[src/logic/id_pkg.sv]
package id_pkg;

    typedef logic [31:0] word_t;
    typedef logic [4:0]  reg_addr_t;

    // op_nop must stay at zero, the pipeline register clears to it
    typedef enum logic [7:0] {
        op_nop,
        op_and, op_or, op_xor, op_nor,
        op_sll, op_srl, op_sra,
        op_slt, op_sltu, op_add, op_addu, op_sub, op_subu,
        op_j, op_jal, op_jr, op_jalr,
        op_beq, op_bne, op_bgtz, op_blez,
        op_bgez, op_bltz, op_bgezal, op_bltzal
    } operator_t;

    typedef enum logic [2:0] {
        cat_none,
        cat_logic,
        cat_shift,
        cat_arithmetic,
        cat_jump
    } category_t;

    // nine kinds, so one bit wider than the category
    typedef enum logic [3:0] {
        br_none,
        br_always_imm26,
        br_always_reg,
        br_eq,
        br_ne,
        br_gtz,
        br_lez,
        br_gez,
        br_ltz
    } branch_kind_t;

    // primary opcodes
    localparam logic [5:0] opc_special = 6'h00;
    localparam logic [5:0] opc_regimm  = 6'h01;
    localparam logic [5:0] opc_j       = 6'h02;
    localparam logic [5:0] opc_jal     = 6'h03;
    localparam logic [5:0] opc_beq     = 6'h04;
    localparam logic [5:0] opc_bne     = 6'h05;
    localparam logic [5:0] opc_blez    = 6'h06;
    localparam logic [5:0] opc_bgtz    = 6'h07;
    localparam logic [5:0] opc_addi    = 6'h08;
    localparam logic [5:0] opc_addiu   = 6'h09;
    localparam logic [5:0] opc_slti    = 6'h0a;
    localparam logic [5:0] opc_sltiu   = 6'h0b;
    localparam logic [5:0] opc_andi    = 6'h0c;
    localparam logic [5:0] opc_ori     = 6'h0d;
    localparam logic [5:0] opc_xori    = 6'h0e;
    localparam logic [5:0] opc_lui     = 6'h0f;

    // SPECIAL function field
    localparam logic [5:0] fn_sll  = 6'h00;
    localparam logic [5:0] fn_srl  = 6'h02;
    localparam logic [5:0] fn_sra  = 6'h03;
    localparam logic [5:0] fn_sllv = 6'h04;
    localparam logic [5:0] fn_srlv = 6'h06;
    localparam logic [5:0] fn_srav = 6'h07;
    localparam logic [5:0] fn_jr   = 6'h08;
    localparam logic [5:0] fn_jalr = 6'h09;
    localparam logic [5:0] fn_add  = 6'h20;
    localparam logic [5:0] fn_addu = 6'h21;
    localparam logic [5:0] fn_sub  = 6'h22;
    localparam logic [5:0] fn_subu = 6'h23;
    localparam logic [5:0] fn_and  = 6'h24;
    localparam logic [5:0] fn_or   = 6'h25;
    localparam logic [5:0] fn_xor  = 6'h26;
    localparam logic [5:0] fn_nor  = 6'h27;
    localparam logic [5:0] fn_slt  = 6'h2a;
    localparam logic [5:0] fn_sltu = 6'h2b;

    // REGIMM rt field
    localparam logic [4:0] rt_bltz   = 5'h00;
    localparam logic [4:0] rt_bgez   = 5'h01;
    localparam logic [4:0] rt_bltzal = 5'h10;
    localparam logic [4:0] rt_bgezal = 5'h11;

    localparam reg_addr_t link_reg = 5'd31;
    localparam word_t     pc_step  = 32'd4;

endpackage

[src/logic/instruction_decoder.sv]
`timescale 1ns/1ps

module instruction_decoder (
    input  id_pkg::word_t        instruction,
    output logic                 rd_en_a,
    output logic                 rd_en_b,
    output id_pkg::reg_addr_t    rd_addr_a,
    output id_pkg::reg_addr_t    rd_addr_b,
    output id_pkg::word_t        immediate,
    output id_pkg::operator_t    operator,
    output id_pkg::category_t    category,
    output logic                 wr_en,
    output id_pkg::reg_addr_t    wr_addr,
    output logic                 link_en,
    output id_pkg::branch_kind_t branch_kind
);
    import id_pkg::*;

    logic [5:0]  opcode;
    logic [5:0]  funct;
    reg_addr_t   rs;
    reg_addr_t   rt;
    reg_addr_t   rd;
    logic [4:0]  sa;
    logic [15:0] imm16;

    // register forms, the variable shifts share the shift operators
    function automatic operator_t special_op(input logic [5:0] code);
        case (code)
            fn_and:           return op_and;
            fn_or:            return op_or;
            fn_xor:           return op_xor;
            fn_nor:           return op_nor;
            fn_sll, fn_sllv:  return op_sll;
            fn_srl, fn_srlv:  return op_srl;
            fn_sra, fn_srav:  return op_sra;
            fn_slt:           return op_slt;
            fn_sltu:          return op_sltu;
            fn_add:           return op_add;
            fn_addu:          return op_addu;
            fn_sub:           return op_sub;
            fn_subu:          return op_subu;
            default:          return op_nop;
        endcase
    endfunction

    function automatic operator_t imm_op(input logic [5:0] code);
        case (code)
            opc_andi:          return op_and;
            opc_ori, opc_lui:  return op_or;
            opc_xori:          return op_xor;
            opc_slti:          return op_slt;
            opc_sltiu:         return op_sltu;
            opc_addi:          return op_add;
            opc_addiu:         return op_addu;
            default:           return op_nop;
        endcase
    endfunction

    function automatic category_t category_of(input operator_t op);
        case (op)
            op_nop:                          return cat_none;
            op_and, op_or, op_xor, op_nor:   return cat_logic;
            op_sll, op_srl, op_sra:          return cat_shift;
            op_slt, op_sltu, op_add, op_addu,
            op_sub, op_subu:                 return cat_arithmetic;
            default:                         return cat_jump;
        endcase
    endfunction

    assign opcode = instruction[31:26];
    assign rs     = instruction[25:21];
    assign rt     = instruction[20:16];
    assign rd     = instruction[15:11];
    assign sa     = instruction[10:6];
    assign funct  = instruction[5:0];
    assign imm16  = instruction[15:0];

    // port a reads rs, port b reads rt
    assign rd_addr_a = rs;
    assign rd_addr_b = rt;
    assign category  = category_of(operator);

    always_comb begin
        rd_en_a     = 1'b0;
        rd_en_b     = 1'b0;
        immediate   = '0;
        operator    = op_nop;
        wr_en       = 1'b0;
        wr_addr     = rd;
        link_en     = 1'b0;
        branch_kind = br_none;

        case (opcode)
            opc_special: begin
                case (funct)
                    fn_sll, fn_srl, fn_sra: begin
                        // shift amount rides on port a
                        if (rs == 5'd0) begin
                            rd_en_b   = 1'b1;
                            immediate = {27'd0, sa};
                            operator  = special_op(funct);
                            wr_en     = 1'b1;
                        end
                    end
                    fn_jr, fn_jalr: begin
                        if (sa == 5'd0) begin
                            rd_en_a     = 1'b1;
                            operator    = (funct == fn_jr) ? op_jr : op_jalr;
                            branch_kind = br_always_reg;
                            wr_en       = (funct == fn_jalr);
                            link_en     = (funct == fn_jalr);
                        end
                    end
                    default: begin
                        if (sa == 5'd0 && special_op(funct) != op_nop) begin
                            rd_en_a  = 1'b1;
                            rd_en_b  = 1'b1;
                            operator = special_op(funct);
                            wr_en    = 1'b1;
                        end
                    end
                endcase
            end
            opc_regimm: begin
                if (rt inside {rt_bgez, rt_bltz, rt_bgezal, rt_bltzal}) begin
                    rd_en_a     = 1'b1;
                    branch_kind = (rt[0]) ? br_gez : br_ltz;
                    // bit 4 of rt marks the linking forms
                    wr_en       = rt[4];
                    link_en     = rt[4];
                    wr_addr     = link_reg;
                    case (rt)
                        rt_bgez:   operator = op_bgez;
                        rt_bltz:   operator = op_bltz;
                        rt_bgezal: operator = op_bgezal;
                        default:   operator = op_bltzal;
                    endcase
                end
            end
            opc_andi, opc_ori, opc_xori, opc_lui,
            opc_slti, opc_sltiu, opc_addi, opc_addiu: begin
                rd_en_a  = 1'b1;
                operator = imm_op(opcode);
                wr_en    = 1'b1;
                wr_addr  = rt;
                if (opcode == opc_lui) begin
                    immediate = {imm16, 16'd0};
                end else if (opcode inside {opc_andi, opc_ori, opc_xori}) begin
                    immediate = {16'd0, imm16};
                end else begin
                    immediate = {{16{imm16[15]}}, imm16};
                end
            end
            opc_j, opc_jal: begin
                operator    = (opcode == opc_j) ? op_j : op_jal;
                branch_kind = br_always_imm26;
                wr_en       = (opcode == opc_jal);
                link_en     = (opcode == opc_jal);
                wr_addr     = link_reg;
            end
            opc_beq, opc_bne: begin
                rd_en_a     = 1'b1;
                rd_en_b     = 1'b1;
                operator    = (opcode == opc_beq) ? op_beq : op_bne;
                branch_kind = (opcode == opc_beq) ? br_eq : br_ne;
            end
            opc_bgtz, opc_blez: begin
                rd_en_a     = 1'b1;
                operator    = (opcode == opc_bgtz) ? op_bgtz : op_blez;
                branch_kind = (opcode == opc_bgtz) ? br_gtz : br_lez;
            end
            default: begin
                operator = op_nop;
            end
        endcase
    end

endmodule

[src/logic/operand_select.sv]
`timescale 1ns/1ps

module operand_select (
    input  logic              rd_en,
    input  id_pkg::reg_addr_t rd_addr,
    input  id_pkg::word_t     rdata,
    input  id_pkg::word_t     immediate,
    input  logic              ex_wr_en,
    input  id_pkg::reg_addr_t ex_wr_addr,
    input  id_pkg::word_t     ex_wr_data,
    input  logic              mem_wr_en,
    input  id_pkg::reg_addr_t mem_wr_addr,
    input  id_pkg::word_t     mem_wr_data,
    output id_pkg::word_t     operand
);
    import id_pkg::*;

    logic ex_hit;
    logic mem_hit;

    assign ex_hit  = ex_wr_en && (ex_wr_addr == rd_addr);
    assign mem_hit = mem_wr_en && (mem_wr_addr == rd_addr);

    // ex is the younger result, so it wins over mem
    always_comb begin
        if (!rd_en) begin
            operand = immediate;
        end else if (ex_hit) begin
            operand = ex_wr_data;
        end else if (mem_hit) begin
            operand = mem_wr_data;
        end else begin
            operand = rdata;
        end
    end

endmodule

[src/logic/branch_unit.sv]
`timescale 1ns/1ps

module branch_unit (
    input  id_pkg::branch_kind_t branch_kind,
    input  id_pkg::word_t        pc,
    input  id_pkg::word_t        instruction,
    input  id_pkg::word_t        operand_a,
    input  id_pkg::word_t        operand_b,
    output logic                 pc_wr_en,
    output id_pkg::word_t        pc_wr_data,
    output id_pkg::word_t        link_addr
);
    import id_pkg::*;

    word_t pc_next;
    word_t branch_target;
    word_t jump_target;

    assign pc_next   = pc + pc_step;
    // return past the delay slot
    assign link_addr = pc_next + pc_step;

    assign branch_target = pc_next + {{14{instruction[15]}}, instruction[15:0], 2'b00};
    assign jump_target   = {pc_next[31:28], instruction[25:0], 2'b00};

    always_comb begin
        pc_wr_en   = 1'b0;
        pc_wr_data = branch_target;
        case (branch_kind)
            br_always_imm26: begin
                pc_wr_en   = 1'b1;
                pc_wr_data = jump_target;
            end
            br_always_reg: begin
                pc_wr_en   = 1'b1;
                pc_wr_data = operand_a;
            end
            br_eq:  pc_wr_en = (operand_a == operand_b);
            br_ne:  pc_wr_en = (operand_a != operand_b);
            br_gtz: pc_wr_en = ($signed(operand_a) > 32'sd0);
            br_lez: pc_wr_en = ($signed(operand_a) <= 32'sd0);
            br_gez: pc_wr_en = !operand_a[31];
            br_ltz: pc_wr_en = operand_a[31];
            default: begin
                pc_wr_data = '0;
            end
        endcase
    end

endmodule

[src/logic/id_ex_register.sv]
`timescale 1ns/1ps

module id_ex_register (
    input  logic               clk,
    input  logic               arst_n,
    input  id_pkg::operator_t  d_operator,
    input  id_pkg::category_t  d_category,
    input  id_pkg::word_t      d_operand_a,
    input  id_pkg::word_t      d_operand_b,
    input  logic               d_wr_en,
    input  id_pkg::reg_addr_t  d_wr_addr,
    input  id_pkg::word_t      d_wr_data,
    output id_pkg::operator_t  operator,
    output id_pkg::category_t  category,
    output id_pkg::word_t      operand_a,
    output id_pkg::word_t      operand_b,
    output logic               wr_en,
    output id_pkg::reg_addr_t  wr_addr,
    output id_pkg::word_t      wr_data
);
    import id_pkg::*;

    // a cleared stage looks like a nop to ex
    always_ff @(posedge clk or negedge arst_n) begin
        if (!arst_n) begin
            operator  <= op_nop;
            category  <= cat_none;
            operand_a <= '0;
            operand_b <= '0;
            wr_en     <= 1'b0;
            wr_addr   <= '0;
            wr_data   <= '0;
        end else begin
            operator  <= d_operator;
            category  <= d_category;
            operand_a <= d_operand_a;
            operand_b <= d_operand_b;
            wr_en     <= d_wr_en;
            wr_addr   <= d_wr_addr;
            wr_data   <= d_wr_data;
        end
    end

endmodule

[src/logic/stage_id.sv]
`timescale 1ns/1ps

module stage_id (
    input  logic              clk,
    input  logic              arst_n,
    input  id_pkg::word_t     instruction,
    input  id_pkg::word_t     pc,
    output logic              reg_rd_en_a,
    output id_pkg::reg_addr_t reg_rd_addr_a,
    input  id_pkg::word_t     reg_rdata_a,
    output logic              reg_rd_en_b,
    output id_pkg::reg_addr_t reg_rd_addr_b,
    input  id_pkg::word_t     reg_rdata_b,
    input  logic              ex_wr_en,
    input  id_pkg::reg_addr_t ex_wr_addr,
    input  id_pkg::word_t     ex_wr_data,
    input  logic              mem_wr_en,
    input  id_pkg::reg_addr_t mem_wr_addr,
    input  id_pkg::word_t     mem_wr_data,
    output logic              pc_wr_en,
    output id_pkg::word_t     pc_wr_data,
    output id_pkg::operator_t operator,
    output id_pkg::category_t category,
    output id_pkg::word_t     operand_a,
    output id_pkg::word_t     operand_b,
    output logic              wr_en,
    output id_pkg::reg_addr_t wr_addr,
    output id_pkg::word_t     wr_data
);
    import id_pkg::*;

    word_t        immediate;
    operator_t    dec_operator;
    category_t    dec_category;
    logic         dec_wr_en;
    reg_addr_t    dec_wr_addr;
    logic         link_en;
    branch_kind_t branch_kind;
    word_t        sel_operand_a;
    word_t        sel_operand_b;
    word_t        link_addr;
    word_t        dec_wr_data;

    instruction_decoder u_decoder (
        .instruction (instruction),
        .rd_en_a     (reg_rd_en_a),
        .rd_en_b     (reg_rd_en_b),
        .rd_addr_a   (reg_rd_addr_a),
        .rd_addr_b   (reg_rd_addr_b),
        .immediate   (immediate),
        .operator    (dec_operator),
        .category    (dec_category),
        .wr_en       (dec_wr_en),
        .wr_addr     (dec_wr_addr),
        .link_en     (link_en),
        .branch_kind (branch_kind)
    );

    operand_select u_operand_a (
        .rd_en       (reg_rd_en_a),
        .rd_addr     (reg_rd_addr_a),
        .rdata       (reg_rdata_a),
        .immediate   (immediate),
        .ex_wr_en    (ex_wr_en),
        .ex_wr_addr  (ex_wr_addr),
        .ex_wr_data  (ex_wr_data),
        .mem_wr_en   (mem_wr_en),
        .mem_wr_addr (mem_wr_addr),
        .mem_wr_data (mem_wr_data),
        .operand     (sel_operand_a)
    );

    operand_select u_operand_b (
        .rd_en       (reg_rd_en_b),
        .rd_addr     (reg_rd_addr_b),
        .rdata       (reg_rdata_b),
        .immediate   (immediate),
        .ex_wr_en    (ex_wr_en),
        .ex_wr_addr  (ex_wr_addr),
        .ex_wr_data  (ex_wr_data),
        .mem_wr_en   (mem_wr_en),
        .mem_wr_addr (mem_wr_addr),
        .mem_wr_data (mem_wr_data),
        .operand     (sel_operand_b)
    );

    // branches compare the forwarded operands
    branch_unit u_branch (
        .branch_kind (branch_kind),
        .pc          (pc),
        .instruction (instruction),
        .operand_a   (sel_operand_a),
        .operand_b   (sel_operand_b),
        .pc_wr_en    (pc_wr_en),
        .pc_wr_data  (pc_wr_data),
        .link_addr   (link_addr)
    );

    // only the linking jumps and branches carry write data
    assign dec_wr_data = link_en ? link_addr : '0;

    id_ex_register u_id_ex (
        .clk         (clk),
        .arst_n      (arst_n),
        .d_operator  (dec_operator),
        .d_category  (dec_category),
        .d_operand_a (sel_operand_a),
        .d_operand_b (sel_operand_b),
        .d_wr_en     (dec_wr_en),
        .d_wr_addr   (dec_wr_addr),
        .d_wr_data   (dec_wr_data),
        .operator    (operator),
        .category    (category),
        .operand_a   (operand_a),
        .operand_b   (operand_b),
        .wr_en       (wr_en),
        .wr_addr     (wr_addr),
        .wr_data     (wr_data)
    );

endmodule

[config.mk]
export PLATFORM = sky130hd
export DESIGN_NAME = stage_id
export DESIGN_NICKNAME = d
export VERILOG_FILES = /design/src/logic/id_pkg.sv /design/src/logic/instruction_decoder.sv /design/src/logic/operand_select.sv /design/src/logic/branch_unit.sv /design/src/logic/id_ex_register.sv /design/src/logic/stage_id.sv
export SDC_FILE = /design/constraint.sdc
export NUM_CORES = 1
export LEC_CHECK = 0
export BUFFER_PORTS_ARGS = -buffer_cell sky130_fd_sc_hd__buf_2
export CAP_MARGIN = 30
export CORE_UTILIZATION = 25
export DETAILED_ROUTE_END_ITERATION = 7
export HOLD_SLACK_MARGIN = 0.12
export PLACE_DENSITY = 0.45
export SLEW_MARGIN = 15
export SYNTH_ARGS = -nofsm -noshare
export SYNTH_HDL_FRONTEND = slang
export SYNTH_SLANG_ARGS = --single-unit
[constraint.sdc]
create_clock -name clk -period 4.8 [get_ports clk]
set_clock_uncertainty 0.05 [all_clocks]
set_input_delay 0.72 -clock clk [delete_from_list [all_inputs] [get_ports clk]]
set_output_delay 0.72 -clock clk [all_outputs]
set_load 0.01 [all_outputs]
==> reports/results.txt, run 1 <==
Portion of synthesized cell area occupied by the leading cell type: 0.277
Number of maximum-capacitance violations: 0
Crit share post-route: 1.00
Vias per std cell: 5.19
Flip-flop cell with the highest count after synthesis: sky130_fd_sc_hd__dfrtp_1
Mean area per synthesized cell: 8.25 sq um
Number of placement rows: 72
Main combinational cell family by area after synthesis: compound AO/OA/AOI/OAI gates
Simple-Gate Fraction of Synth Area: 0.233
CP Data Required Time: 4.03 ns
Root Buffer Master: sky130_fd_sc_hd__clkbuf_16
HPWL after detailed placement: 43900 um
Power density over the cells: 188 nW/um^2
Clock buffer count from CTS: 9
Number of buffers inserted by hold repair at cts: 0
Global-route usage over all layers: 0.254
Boundary Pins: 364
Post-synth top area cell: sky130_fd_sc_hd__dfrtp_1
Number of DRC markers in iteration 0: 811
Compound-gate portion of the synthesized area: 0.239
Leakage power total: 7.57 nW
Number of levels the H-tree was split into: 3
Die area: 40600 sq um
Mapped Area: 9950 sq um
Synth Area in XOR/XNOR: 0.103
Crit Path Category: primary input to output port
Total routed wirelength: 53100 um
TNS Setup: -0.0238 ns
Worst Max-Slew Pin Slew: 0.896 ns
Adder-cell share of the synthesized area: 0.0485
Total number of clock tree sinks: 110
Syn Inst Count: 1206
Synth warn: 0
Final setup fails: 1
Final design utilization: 0.398
Timing-limited maximum frequency: 0.207 GHz
Total power: 2.91 mW
Vias after detailed routing: 12100
Fin. max-slew vios: 0
Cell types occupying the most area after synthesis: sky130_fd_sc_hd__dfrtp_1 (28%), sky130_fd_sc_hd__xnor2_1 (5.9%), sky130_fd_sc_hd__ha_1 (4.7%)
Maximum root-to-sink buffer count: 2
Number of antenna violations at the first check in global routing: 1
Worst supply voltage drop on vdd: 0.149 mV
Die width: 202 um
Global-route wire length before repair: 76700 um
Number of remaining DRC errors: 0
Setup slack after placement: -0.422 ns
Average routed wire per standard cell: 22.8 um
EDFF count, synth: 0
Nets: 2047
CTS tree: yes
Number of search-and-repair iterations in the first detailed-routing pass: 7
Fraction of final layout cells sized beyond drive strength 1: 0.456
Signed area change from the synthesized netlist to the final layout: 55.4%
Min Clock Period, post-route: 4.82 ns
Failing checks: setup timing
Arrival time at the worst endpoint: 4.05 ns
Sequential element share of the synthesized area: 0.277
Unrepaired setup endpoints after global routing: true
Initial Util: 0.256
Area of the placeable core: 38900 sq um
Run status: finished with violations
Number of global-route vias before repair: 12100
Launching element type of the critical path: primary input
Hold Fails Final Rpt: 0
Largest net degree at the start of global routing: 55
Sum of overflow across all layers after global routing: 0
Multiplexer fraction of the synthesized cell area: 0.0388
Routability cong.: 0.940
Max FO, Critical Path: 18
Vertical die dimension: 202 um
Total of flip-flops plus latches after synthesis: 110
Fin worst setup slack: -0.0238 ns
Hold Path Class: primary input to asynchronous set/reset pin
Worst relative slew slack: 0.403
Clock-pin slew reported for the worst setup and hold paths after clock tree synthesis: 0.11 ns
Post-DRT Antenna Nets: 0
Synth cell types: 83
Input/output buffers: 360
Async set-or-reset flop fraction in the synthesized netlist: 1.00
Endpoint type of the worst setup path: output port
[kinds of logic (layout without fill, tap and decap cells)]
family / count (synthesis) / after routing
other cells: 1 / 5
compound gates: 332 / 332
simple gates: 440 / 440
flops: 110 / 110
mux: 38 / 38
xor+xnor: 117 / 117
buf+inv: 130 / 730
fa+ha+maj: 38 / 38
[where the power goes]
part / switching [mW] / internal, mW
Combinational: 0.600 / 0.497
Clock: 0.477 / 0.382
Sequential: 0.00786 / 0.947
[cell usage after synthesis, types with 5 or more instances]
cell type                  count
sky130_fd_sc_hd__nand3_1      45
sky130_fd_sc_hd__and3_1       14
sky130_fd_sc_hd__o21bai_1      5
sky130_fd_sc_hd__o31a_1        7
sky130_fd_sc_hd__nand2_1      83
sky130_fd_sc_hd__a211oi_2      5
sky130_fd_sc_hd__nand4_1      32
sky130_fd_sc_hd__and4_1       10
sky130_fd_sc_hd__mux2_2        5
sky130_fd_sc_hd__mux2i_1      33
sky130_fd_sc_hd__a31oi_1      19
sky130_fd_sc_hd__buf_4        16
sky130_fd_sc_hd__o21ai_0      74
sky130_fd_sc_hd__buf_6         6
sky130_fd_sc_hd__ha_1         37
sky130_fd_sc_hd__xnor2_1      67
sky130_fd_sc_hd__o31ai_1       7
sky130_fd_sc_hd__nand2b_1     13
sky130_fd_sc_hd__nor3_1       37
sky130_fd_sc_hd__and2_1       16
sky130_fd_sc_hd__nor2_1       94
sky130_fd_sc_hd__buf_2        14
sky130_fd_sc_hd__a22o_1       20
sky130_fd_sc_hd__inv_1        42
sky130_fd_sc_hd__a21oi_1      43
sky130_fd_sc_hd__or3_1        22
sky130_fd_sc_hd__dfrtp_1     110
sky130_fd_sc_hd__nor4_1       18
sky130_fd_sc_hd__a211o_1      15
sky130_fd_sc_hd__a22oi_1      10
sky130_fd_sc_hd__a221o_1       5
sky130_fd_sc_hd__o21a_1       19
sky130_fd_sc_hd__a31o_1        5
sky130_fd_sc_hd__xor2_1       50
sky130_fd_sc_hd__a211oi_1     11
sky130_fd_sc_hd__clkbuf_1     47
sky130_fd_sc_hd__nor3_2        6
sky130_fd_sc_hd__nor3b_1       5
sky130_fd_sc_hd__o221ai_1     18
sky130_fd_sc_hd__a21o_1       13
sky130_fd_sc_hd__a31o_2       11
sky130_fd_sc_hd__nor2b_1      15
sky130_fd_sc_hd__o211ai_1     16
[metal layers]
layer	up-vias	wire, um	share of wire	GRT usage
met5	-	0	0	0
met4	0	1800	0.034	0.0925
met1	5925	23800	0.45	0.344
met3	82	2690	0.051	0.0287
li1	5620	-	-	-
met2	464	24900	0.47	0.416
[worst max-delay path, cell delays in order]
cell,delay [ns]
sky130_fd_sc_hd__buf_2,0.16
sky130_fd_sc_hd__or4_4,0.60
sky130_fd_sc_hd__nor2_4,0.14
sky130_fd_sc_hd__o221ai_1,0.12
sky130_fd_sc_hd__a22o_1,0.28
sky130_fd_sc_hd__buf_12,0.17
sky130_fd_sc_hd__buf_4,0.15
sky130_fd_sc_hd__a211o_1,0.26
sky130_fd_sc_hd__xor2_1,0.29
sky130_fd_sc_hd__and4b_1,0.29
sky130_fd_sc_hd__and4b_1,0.20
sky130_fd_sc_hd__nand4_1,0.17
sky130_fd_sc_hd__mux2i_1,0.18
sky130_fd_sc_hd__nand2_1,0.14
sky130_fd_sc_hd__buf_2,0.18
[registers in the layout, summed over array words and instances (netlist names)]
signal             cells
u_id_ex.operand_b     32
u_id_ex.wr_data       32
u_id_ex.operator       5
u_id_ex.category       3
u_id_ex.wr_en          1
u_id_ex.wr_addr        5
u_id_ex.operand_a     32
[cell type report]
cell class                 instances  area, sq um
clock buffer                       9          225
clock inverter                     7         93.8
fill                            4114        23400
timing repair buffer             671         4340
multi-input combinational        968         7240
antenna                            2         5.00
inverter                          43          169
sequential                       110         2750
tap                              518          648
[through the flow]
step,cells,hold WS [ns],cell area [sq um]
6_report,2328,0.283,15500
2_1_floorplan,1208,0.374,9970
3_5_place_dp,2284,0.740,14200
5_1_grt,2327,0.320,15500
4_1_cts,2313,0.281,15000
3_3_place_gp,2284,0.734,14200
[worst paths after layout]
| kind | start | endpoint | depth (start not counted) |
|---|---|---|---|
| hold / removal | arst_n | u_id_ex.operand_b[9]$_DFF_PN0_ | 1 |
| min in group clk | pc[1] | u_id_ex.wr_data[1]$_DFF_PN0_ | 2 |
| max in group asynchronous | arst_n | u_id_ex.wr_data[28]$_DFF_PN0_ | 2 |
| setup / recovery | instruction[7] | pc_wr_en | 15 |
[cell usage in the layout, fill, tap and decap left out, drive strengths merged, types with 9 or more instances in the layout]
| cell type | n |
|---|---|
| nor2 | 98 |
| a22oi | 10 |
| a21o | 13 |
| o21a | 19 |
| a211oi | 16 |
| clkbuf | 9 |
| ha | 37 |
| o211ai | 16 |
| nor2b | 15 |
| o221ai | 18 |
| inv | 47 |
| and2 | 16 |
| a22o | 20 |
| and3 | 14 |
| a211o | 15 |
| nor4 | 19 |
| xnor2 | 67 |
| o21ai | 78 |
| and4 | 10 |
| or3 | 22 |
| nor3 | 43 |
| a31oi | 19 |
| mux2i | 33 |
| xor2 | 50 |
| a21oi | 43 |
| nand2 | 83 |
| a31o | 16 |
| dfrtp | 110 |
| nand2b | 13 |
| nand3 | 45 |
| nand4 | 32 |
| buf | 671 |
[what timing repair did]
| item | in CTS | in global routing |
|---|---|---|
| resized for setup | 62 | 80 |
| pin swaps | 40 | 46 |
| setup endpoints to repair | 13 | 14 |
| gates cloned | 0 | 0 |
| buffers inserted | 13 | 13 |
(Power assumes the default switching activity.)
==> run 2: changes to the inputs <==
--- a/config.mk
+++ b/config.mk
@@ -11,5 +11,5 @@
 export DETAILED_ROUTE_END_ITERATION = 7
 export HOLD_SLACK_MARGIN = 0.12
-export PLACE_DENSITY = 0.45
+export PLACE_DENSITY = 0.43
 export SLEW_MARGIN = 15
 export SYNTH_ARGS = -nofsm -noshare
==> constraint.sdc (replaced) <==
create_clock -name clk -period 6.1 [get_ports clk]
set_clock_uncertainty 0.05 [all_clocks]
set_input_delay 0.61 -clock clk [delete_from_list [all_inputs] [get_ports clk]]
set_output_delay 0.61 -clock clk [all_outputs]
set_load 0.01 [all_outputs]
==> run 2 against run 1 <==
  * The flow now finishes without violations
  * Routed wire length shrank 2.1%
  * Total power shrank 30%
  * Via count shrank 9.3%
  * Combinational power shrank 41%
  * Design area shrank 18%
  * Setup slack gained 0.68 ns
  * Non-clock buffer count shrank 271
  * First-iteration DRC count grew 6.7%
  * Core utilization shrank 7.3 points
  * Largest cell class unchanged
  * Global-route usage shrank 0.38 points
  * Sequential share of layout area grew 4.0 points
  * Highest routed layer is now met5
  * Sequential power shrank 21%
==> reports/results.txt, run 2 (synthesis results as in run 1) <==
Arrival time at the worst endpoint: 4.78 ns
Final setup fails: 0
Power density over the cells: 161 nW/um^2
Run status: finished, final reports clean
Input/output buffers: 360
Signed area change from the synthesized netlist to the final layout: 27.0%
Most common cell after layout, fill and taps aside: sky130_fd_sc_hd__buf_2
Number of antenna violations at the first check in global routing: 8
CTS tree: yes
Number of remaining DRC errors: 0
Fin. max-slew vios: 0
Crit Path Category: primary input to output port
Number of fillers in the final layout: 4261
TNS Setup: 0 ns
Launching element type of the critical path: primary input
Gates resized, CTS repair: 0
Post-DRT Antenna Nets: 0
Vias per std cell: 5.32
Largest net degree at the start of global routing: 45
Routability cong.: 0.935
Most frequent cells in the layout: sky130_fd_sc_hd__buf_2 (360), sky130_fd_sc_hd__dfrtp_1 (110), sky130_fd_sc_hd__nor2_1 (93), sky130_fd_sc_hd__nand2_1 (83), sky130_fd_sc_hd__o21ai_0 (74)
Number of global-route vias before repair: 10800
Total number of clock tree sinks: 110
Hold Path Class: primary input to asynchronous set/reset pin
Global-route wire length before repair: 74600 um
Unrepaired setup endpoints after global routing: false
Number of search-and-repair iterations in the first detailed-routing pass: 6
HPWL after detailed placement: 42400 um
Number of buffers inserted by hold repair at cts: 0
Worst supply voltage drop on vdd: 0.106 mV
Fraction of final layout cells sized beyond drive strength 1: 0.303
Final cell count without fillers: 2061
Number of maximum-capacitance violations: 0
Number of levels the H-tree was split into: 3
Maximum root-to-sink buffer count: 2
Hold Fails Final Rpt: 0
Endpoint type of the worst setup path: output port
Worst Max-Slew Pin Slew: 0.875 ns
Number of placement rows: 72
Timing-limited maximum frequency: 0.184 GHz
Worst relative slew slack: 0.415
Boundary Pins: 364
Number of DRC markers in iteration 0: 865
Largest registers: u_id_ex.operand_a (32), u_id_ex.operand_b (32), u_id_ex.wr_data (32)
Clock-pin slew reported for the worst setup and hold paths after clock tree synthesis: 0.09 ns
Crit share post-route: 0.892
Sum of overflow across all layers after global routing: 0
Die width: 202 um
Leakage power total: 6.06 nW
Root Buffer Master: sky130_fd_sc_hd__clkbuf_16
Cell count after placement: 2038
Vias after detailed routing: 11000
Area of the placeable core: 38900 sq um
Number of buffers inserted to repair setup after CTS: 0
Initial Util: 0.256
Average routed wire per standard cell: 25.2 um
Max FO, Critical Path: 6
Vertical die dimension: 202 um
Total routed wirelength: 52000 um
Min Clock Period, post-route: 5.44 ns
CP Data Required Time: 5.44 ns
Die area: 40600 sq um
Global-route usage over all layers: 0.251
Nets: 1776
Clock buffer count from CTS: 9
==> run 2: layout make-up <==
| class | count | area (sq um) | area share |
|---|---|---|---|
| Antenna cell | 6 | 15.0 | 0.00119 |
| Clock buffer | 11 | 253 | 0.0200 |
| Clock inverter | 5 | 47.5 | 0.00376 |
| Inverter | 43 | 161 | 0.0128 |
| Multi-Input combinational cell | 968 | 6620 | 0.524 |
| Sequential cell | 110 | 2750 | 0.218 |
| Tap cell | 518 | 648 | 0.0513 |
| Timing Repair Buffer | 400 | 2150 | 0.170 |
==> run 2: power by group <==
group	total, mW	switching [mW]	leakage (nW)	internal, mW
Sequential	0.751	0.00566	1.51	0.745
Combinational	0.648	0.405	4.40	0.242
Clock	0.640	0.330	0.147	0.310
Total	2.04	0.741	6.06	1.30
==> run 2: through the flow <==
stage / util / hold slack (ns) / total power [mW] / instance area, sq um / setup slack, ns
detailed placement: 0.317 / 0.617 / 1.41 / 12300 / 0.646
global route: 0.325 / 0.234 / 2.13 / 12600 / 0.346
floorplan: - / 0.264 / 1.11 / 9960 / 1.51
finish: 0.325 / 0.198 / 2.04 / 12600 / 0.661
global placement: 0.316 / 0.798 / 1.40 / 12300 / 0.704
CTS: 0.324 / 0.209 / 2.06 / 12600 / 0.631
==> run 2: worst max-delay path by stage <==
stage | from | endpoint | slack [ns] | cells past startpoint
detailed placement | pc[2] | pc_wr_data[30] | 0.65 | 16
floorplan | pc[2] | pc_wr_data[30] | 1.51 | 14
global route | pc[2] | pc_wr_data[30] | 0.35 | 16
global placement | pc[2] | pc_wr_data[30] | 0.70 | 16
finish | pc[2] | pc_wr_data[30] | 0.66 | 16
CTS | pc[2] | pc_wr_data[30] | 0.63 | 16
==> run 2: critical path: stages <==
cell and delay, ns:
sky130_fd_sc_hd__buf_2 0.14, sky130_fd_sc_hd__ha_1 0.31, sky130_fd_sc_hd__xor2_1 0.44, sky130_fd_sc_hd__ha_1 0.35, sky130_fd_sc_hd__nor2b_1 0.14, sky130_fd_sc_hd__o21ai_1 0.15
sky130_fd_sc_hd__a21oi_1 0.12, sky130_fd_sc_hd__o41ai_1 0.42, sky130_fd_sc_hd__o221ai_1 0.32, sky130_fd_sc_hd__a311o_1 0.51, sky130_fd_sc_hd__a22oi_1 0.32, sky130_fd_sc_hd__a21oi_1 0.14
sky130_fd_sc_hd__o21ai_0 0.18, sky130_fd_sc_hd__mux2_2 0.35, sky130_fd_sc_hd__o21ai_0 0.13, sky130_fd_sc_hd__buf_2 0.16
==> run 2: layer usage <==
layer,vias to the layer above,wire (um),track usage
li1,5081,-,-
met1,5335,23200,0.339
met2,479,24200,0.407
met3,65,3210,0.0379
met4,2,1380,0.0804
met5,-,13,0
==> run 3: changes to the inputs <==
- GPL_TIMING_DRIVEN: not set -> 0
==> run 3 against run 2 <==
  * Final cell count grew 2.0%
  * Hold slack gained 0.23 ns
  * Design area grew 0.81%
  * Critical path type unchanged
  * Critical endpoint is now pc_wr_en
  * Routed wire length grew 1.8%
  * Sequential cell count is the same
  * Critical path depth grew 1
  * Sequential power is essentially flat
  * Global-route usage grew 0.68 points
==> reports/results.txt, run 3 (synthesis results as in run 1) <==
Run status: finished, final reports clean
Number of maximum-capacitance violations: 0
Vias after detailed routing: 11200
Number of DRC markers in iteration 0: 905
Boundary Pins: 364
Hold Path Class: primary input to register
Most numerous cell on the critical path: sky130_fd_sc_hd__buf_2
Number of buffers inserted to repair setup after CTS: 0
Fraction of final layout cells sized beyond drive strength 1: 0.289
Area of the placeable core: 38900 sq um
Clock buffer count from CTS: 9
Launching element type of the critical path: primary input
Die area: 40600 sq um
CP Data Required Time: 5.44 ns
Unrepaired setup endpoints after global routing: false
Placed standard-cell area: 12400 sq um
Min Clock Period, post-route: 6.00 ns
Final instance area: 12700 sq um
Number of global-route vias before repair: 11000
Number of fillers in the final layout: 4260
Final cell count without fillers: 2102
Largest registers: u_id_ex.operand_a (32), u_id_ex.operand_b (32), u_id_ex.wr_data (32)
Arrival time at the worst endpoint: 5.34 ns
Cell type of the slowest stage on the worst timing path: sky130_fd_sc_hd__o32ai_1
TNS Setup: 0 ns
Critical path, cell by cell: buf_2 -> inv_1 -> ha_1 -> nor4bb_1 -> o32ai_1 -> a2bb2oi_1 -> a22o_1 -> buf_4 -> buf_6 -> a211oi_2 -> xor2_1 -> nor4_2 -> nor4b_1 -> nand4_1 -> mux2i_1 -> nand2_1 -> buf_2
HPWL after detailed placement: 43900 um
Crit share post-route: 0.983
Initial Util: 0.256
Root Buffer Master: sky130_fd_sc_hd__clkbuf_16
Most frequent cells in the layout: sky130_fd_sc_hd__buf_2 (368), sky130_fd_sc_hd__dfrtp_1 (110), sky130_fd_sc_hd__nor2_1 (94), sky130_fd_sc_hd__nand2_1 (83), sky130_fd_sc_hd__o21ai_0 (74)
Leakage power total: 6.07 nW
Final setup fails: 0
CTS tree: yes
Max stage delay on crit path: 0.67 ns
Setup slack after placement: 0.0790 ns
Endpoint type of the worst setup path: output port
Number of remaining DRC errors: 0
Hold Fails Final Rpt: 0
Number of antenna violations at the first check in global routing: 2
Maximum root-to-sink buffer count: 2
Min-Delay Endpoint: u_id_ex.wr_data[1]$_DFF_PN0_
Input/output buffers: 355
Nets: 1821
Total routed wirelength: 52900 um
Number of search-and-repair iterations in the first detailed-routing pass: 7
Worst relative slew slack: 0.402
Timing-limited maximum frequency: 0.167 GHz
Crit Path Category: primary input to output port
Max FO, Critical Path: 10
Die width: 202 um
Total number of clock tree sinks: 110
Global-route wire length before repair: 76200 um
Worst Hold Depth: 2
Sum of overflow across all layers after global routing: 0
Worst supply voltage drop on vdd: 0.112 mV
Routability cong.: 0.939
Average routed wire per standard cell: 25.2 um
Worst Max-Slew Pin Slew: 0.890 ns
Startpoint of the worst hold path: pc[1]
Cell count after placement: 2082
Area taken by flip-flops and latches: 2750 sq um
Number of placement rows: 72
Most common cell after layout, fill and taps aside: sky130_fd_sc_hd__buf_2
Area of the multi-input gates: 6600 sq um
Vias per std cell: 5.32
Vertical die dimension: 202 um
Power density over the cells: 162 nW/um^2
Global-route usage over all layers: 0.257
Clock-pin slew reported for the worst setup and hold paths after clock tree synthesis: 0.08 ns
Number of levels the H-tree was split into: 3
Signed area change from the synthesized netlist to the final layout: 28.1%
Largest net degree at the start of global routing: 66
Fin worst setup slack: 0.103 ns
Fin. max-slew vios: 0
Final design utilization: 0.328
Post-DRT Antenna Nets: 0
-- run 3: changes by cell type in the layout (fill, tap and decap cells not counted), sizes merged --
cell and delta:
inv +1, dlygate4sd3 +1, clkinv +2, clkbuf +46, buf -4, clkinvlp -1, diode -4
-- run 3: power breakdown --
| part | internal (mW) | switching, mW |
|---|---|---|
| Combinational | 0.242 | 0.411 |
| Clock | 0.295 | 0.361 |
| Sequential | 0.745 | 0.00506 |
| Total | 1.28 | 0.777 |
-- run 3: area by class of cell --
type | instances | area share
antenna | 2 | 0.000393
buffer | 87 | 0.0352
clock buffer | 9 | 0.0177
clock inverter | 7 | 0.00589
inverter | 43 | 0.0127
multi-input combinational | 968 | 0.518
sequential | 110 | 0.216
tap | 518 | 0.0508
timing repair buffer | 358 | 0.143
-- run 3: repair_timing --
action	CTS	global route
hold buffers	1	0
hold endpoints to repair	1	0
gates resized for setup	0	1
endpoints found under the setup margin	0	1
-- run 3: worst max-delay path, delay by kind of cell --
kind	cells	cell delay (ns)
buf+inv	5	1.06
mux	1	0.19
fa+ha+maj	1	0.40
simple gates	5	1.38
compound gates	4	1.52
xor+xnor	1	0.16
-- run 3: worst max-delay path by stage --
stage,slack (ns),startpoint,endpoint,cells past startpoint
3_5_place_dp,0.08,instruction[1],pc_wr_en,16
2_1_floorplan,1.51,pc[2],pc_wr_data[30],14
3_3_place_gp,0.12,instruction[1],pc_wr_en,17
4_1_cts,0.05,instruction[1],pc_wr_en,16
6_report,0.10,instruction[1],pc_wr_en,17
5_1_grt,0.11,instruction[1],pc_wr_en,17
-- run 3: metrics by stage --
stage                     power [mW]  hold slack, ns
after floorplan                 1.11           0.264
after CTS                       2.07           0.405
after detailed placement        1.41           0.580
after global placement          1.41           0.809
after global routing            2.15           0.418
final                           2.06           0.425
-- run 3: metal layers --
| metal | vias up | GRT usage | wire length [um] | part of all wire |
|---|---|---|---|---|
| li1 | 5165 | - | - | - |
| met1 | 5533 | 0.355 | 24400 | 0.46 |
| met2 | 417 | 0.410 | 24000 | 0.45 |
| met3 | 65 | 0.0407 | 2970 | 0.056 |
| met4 | 2 | 0.0782 | 1540 | 0.029 |
| met5 | - | 0 | 10 | 0.00019 |
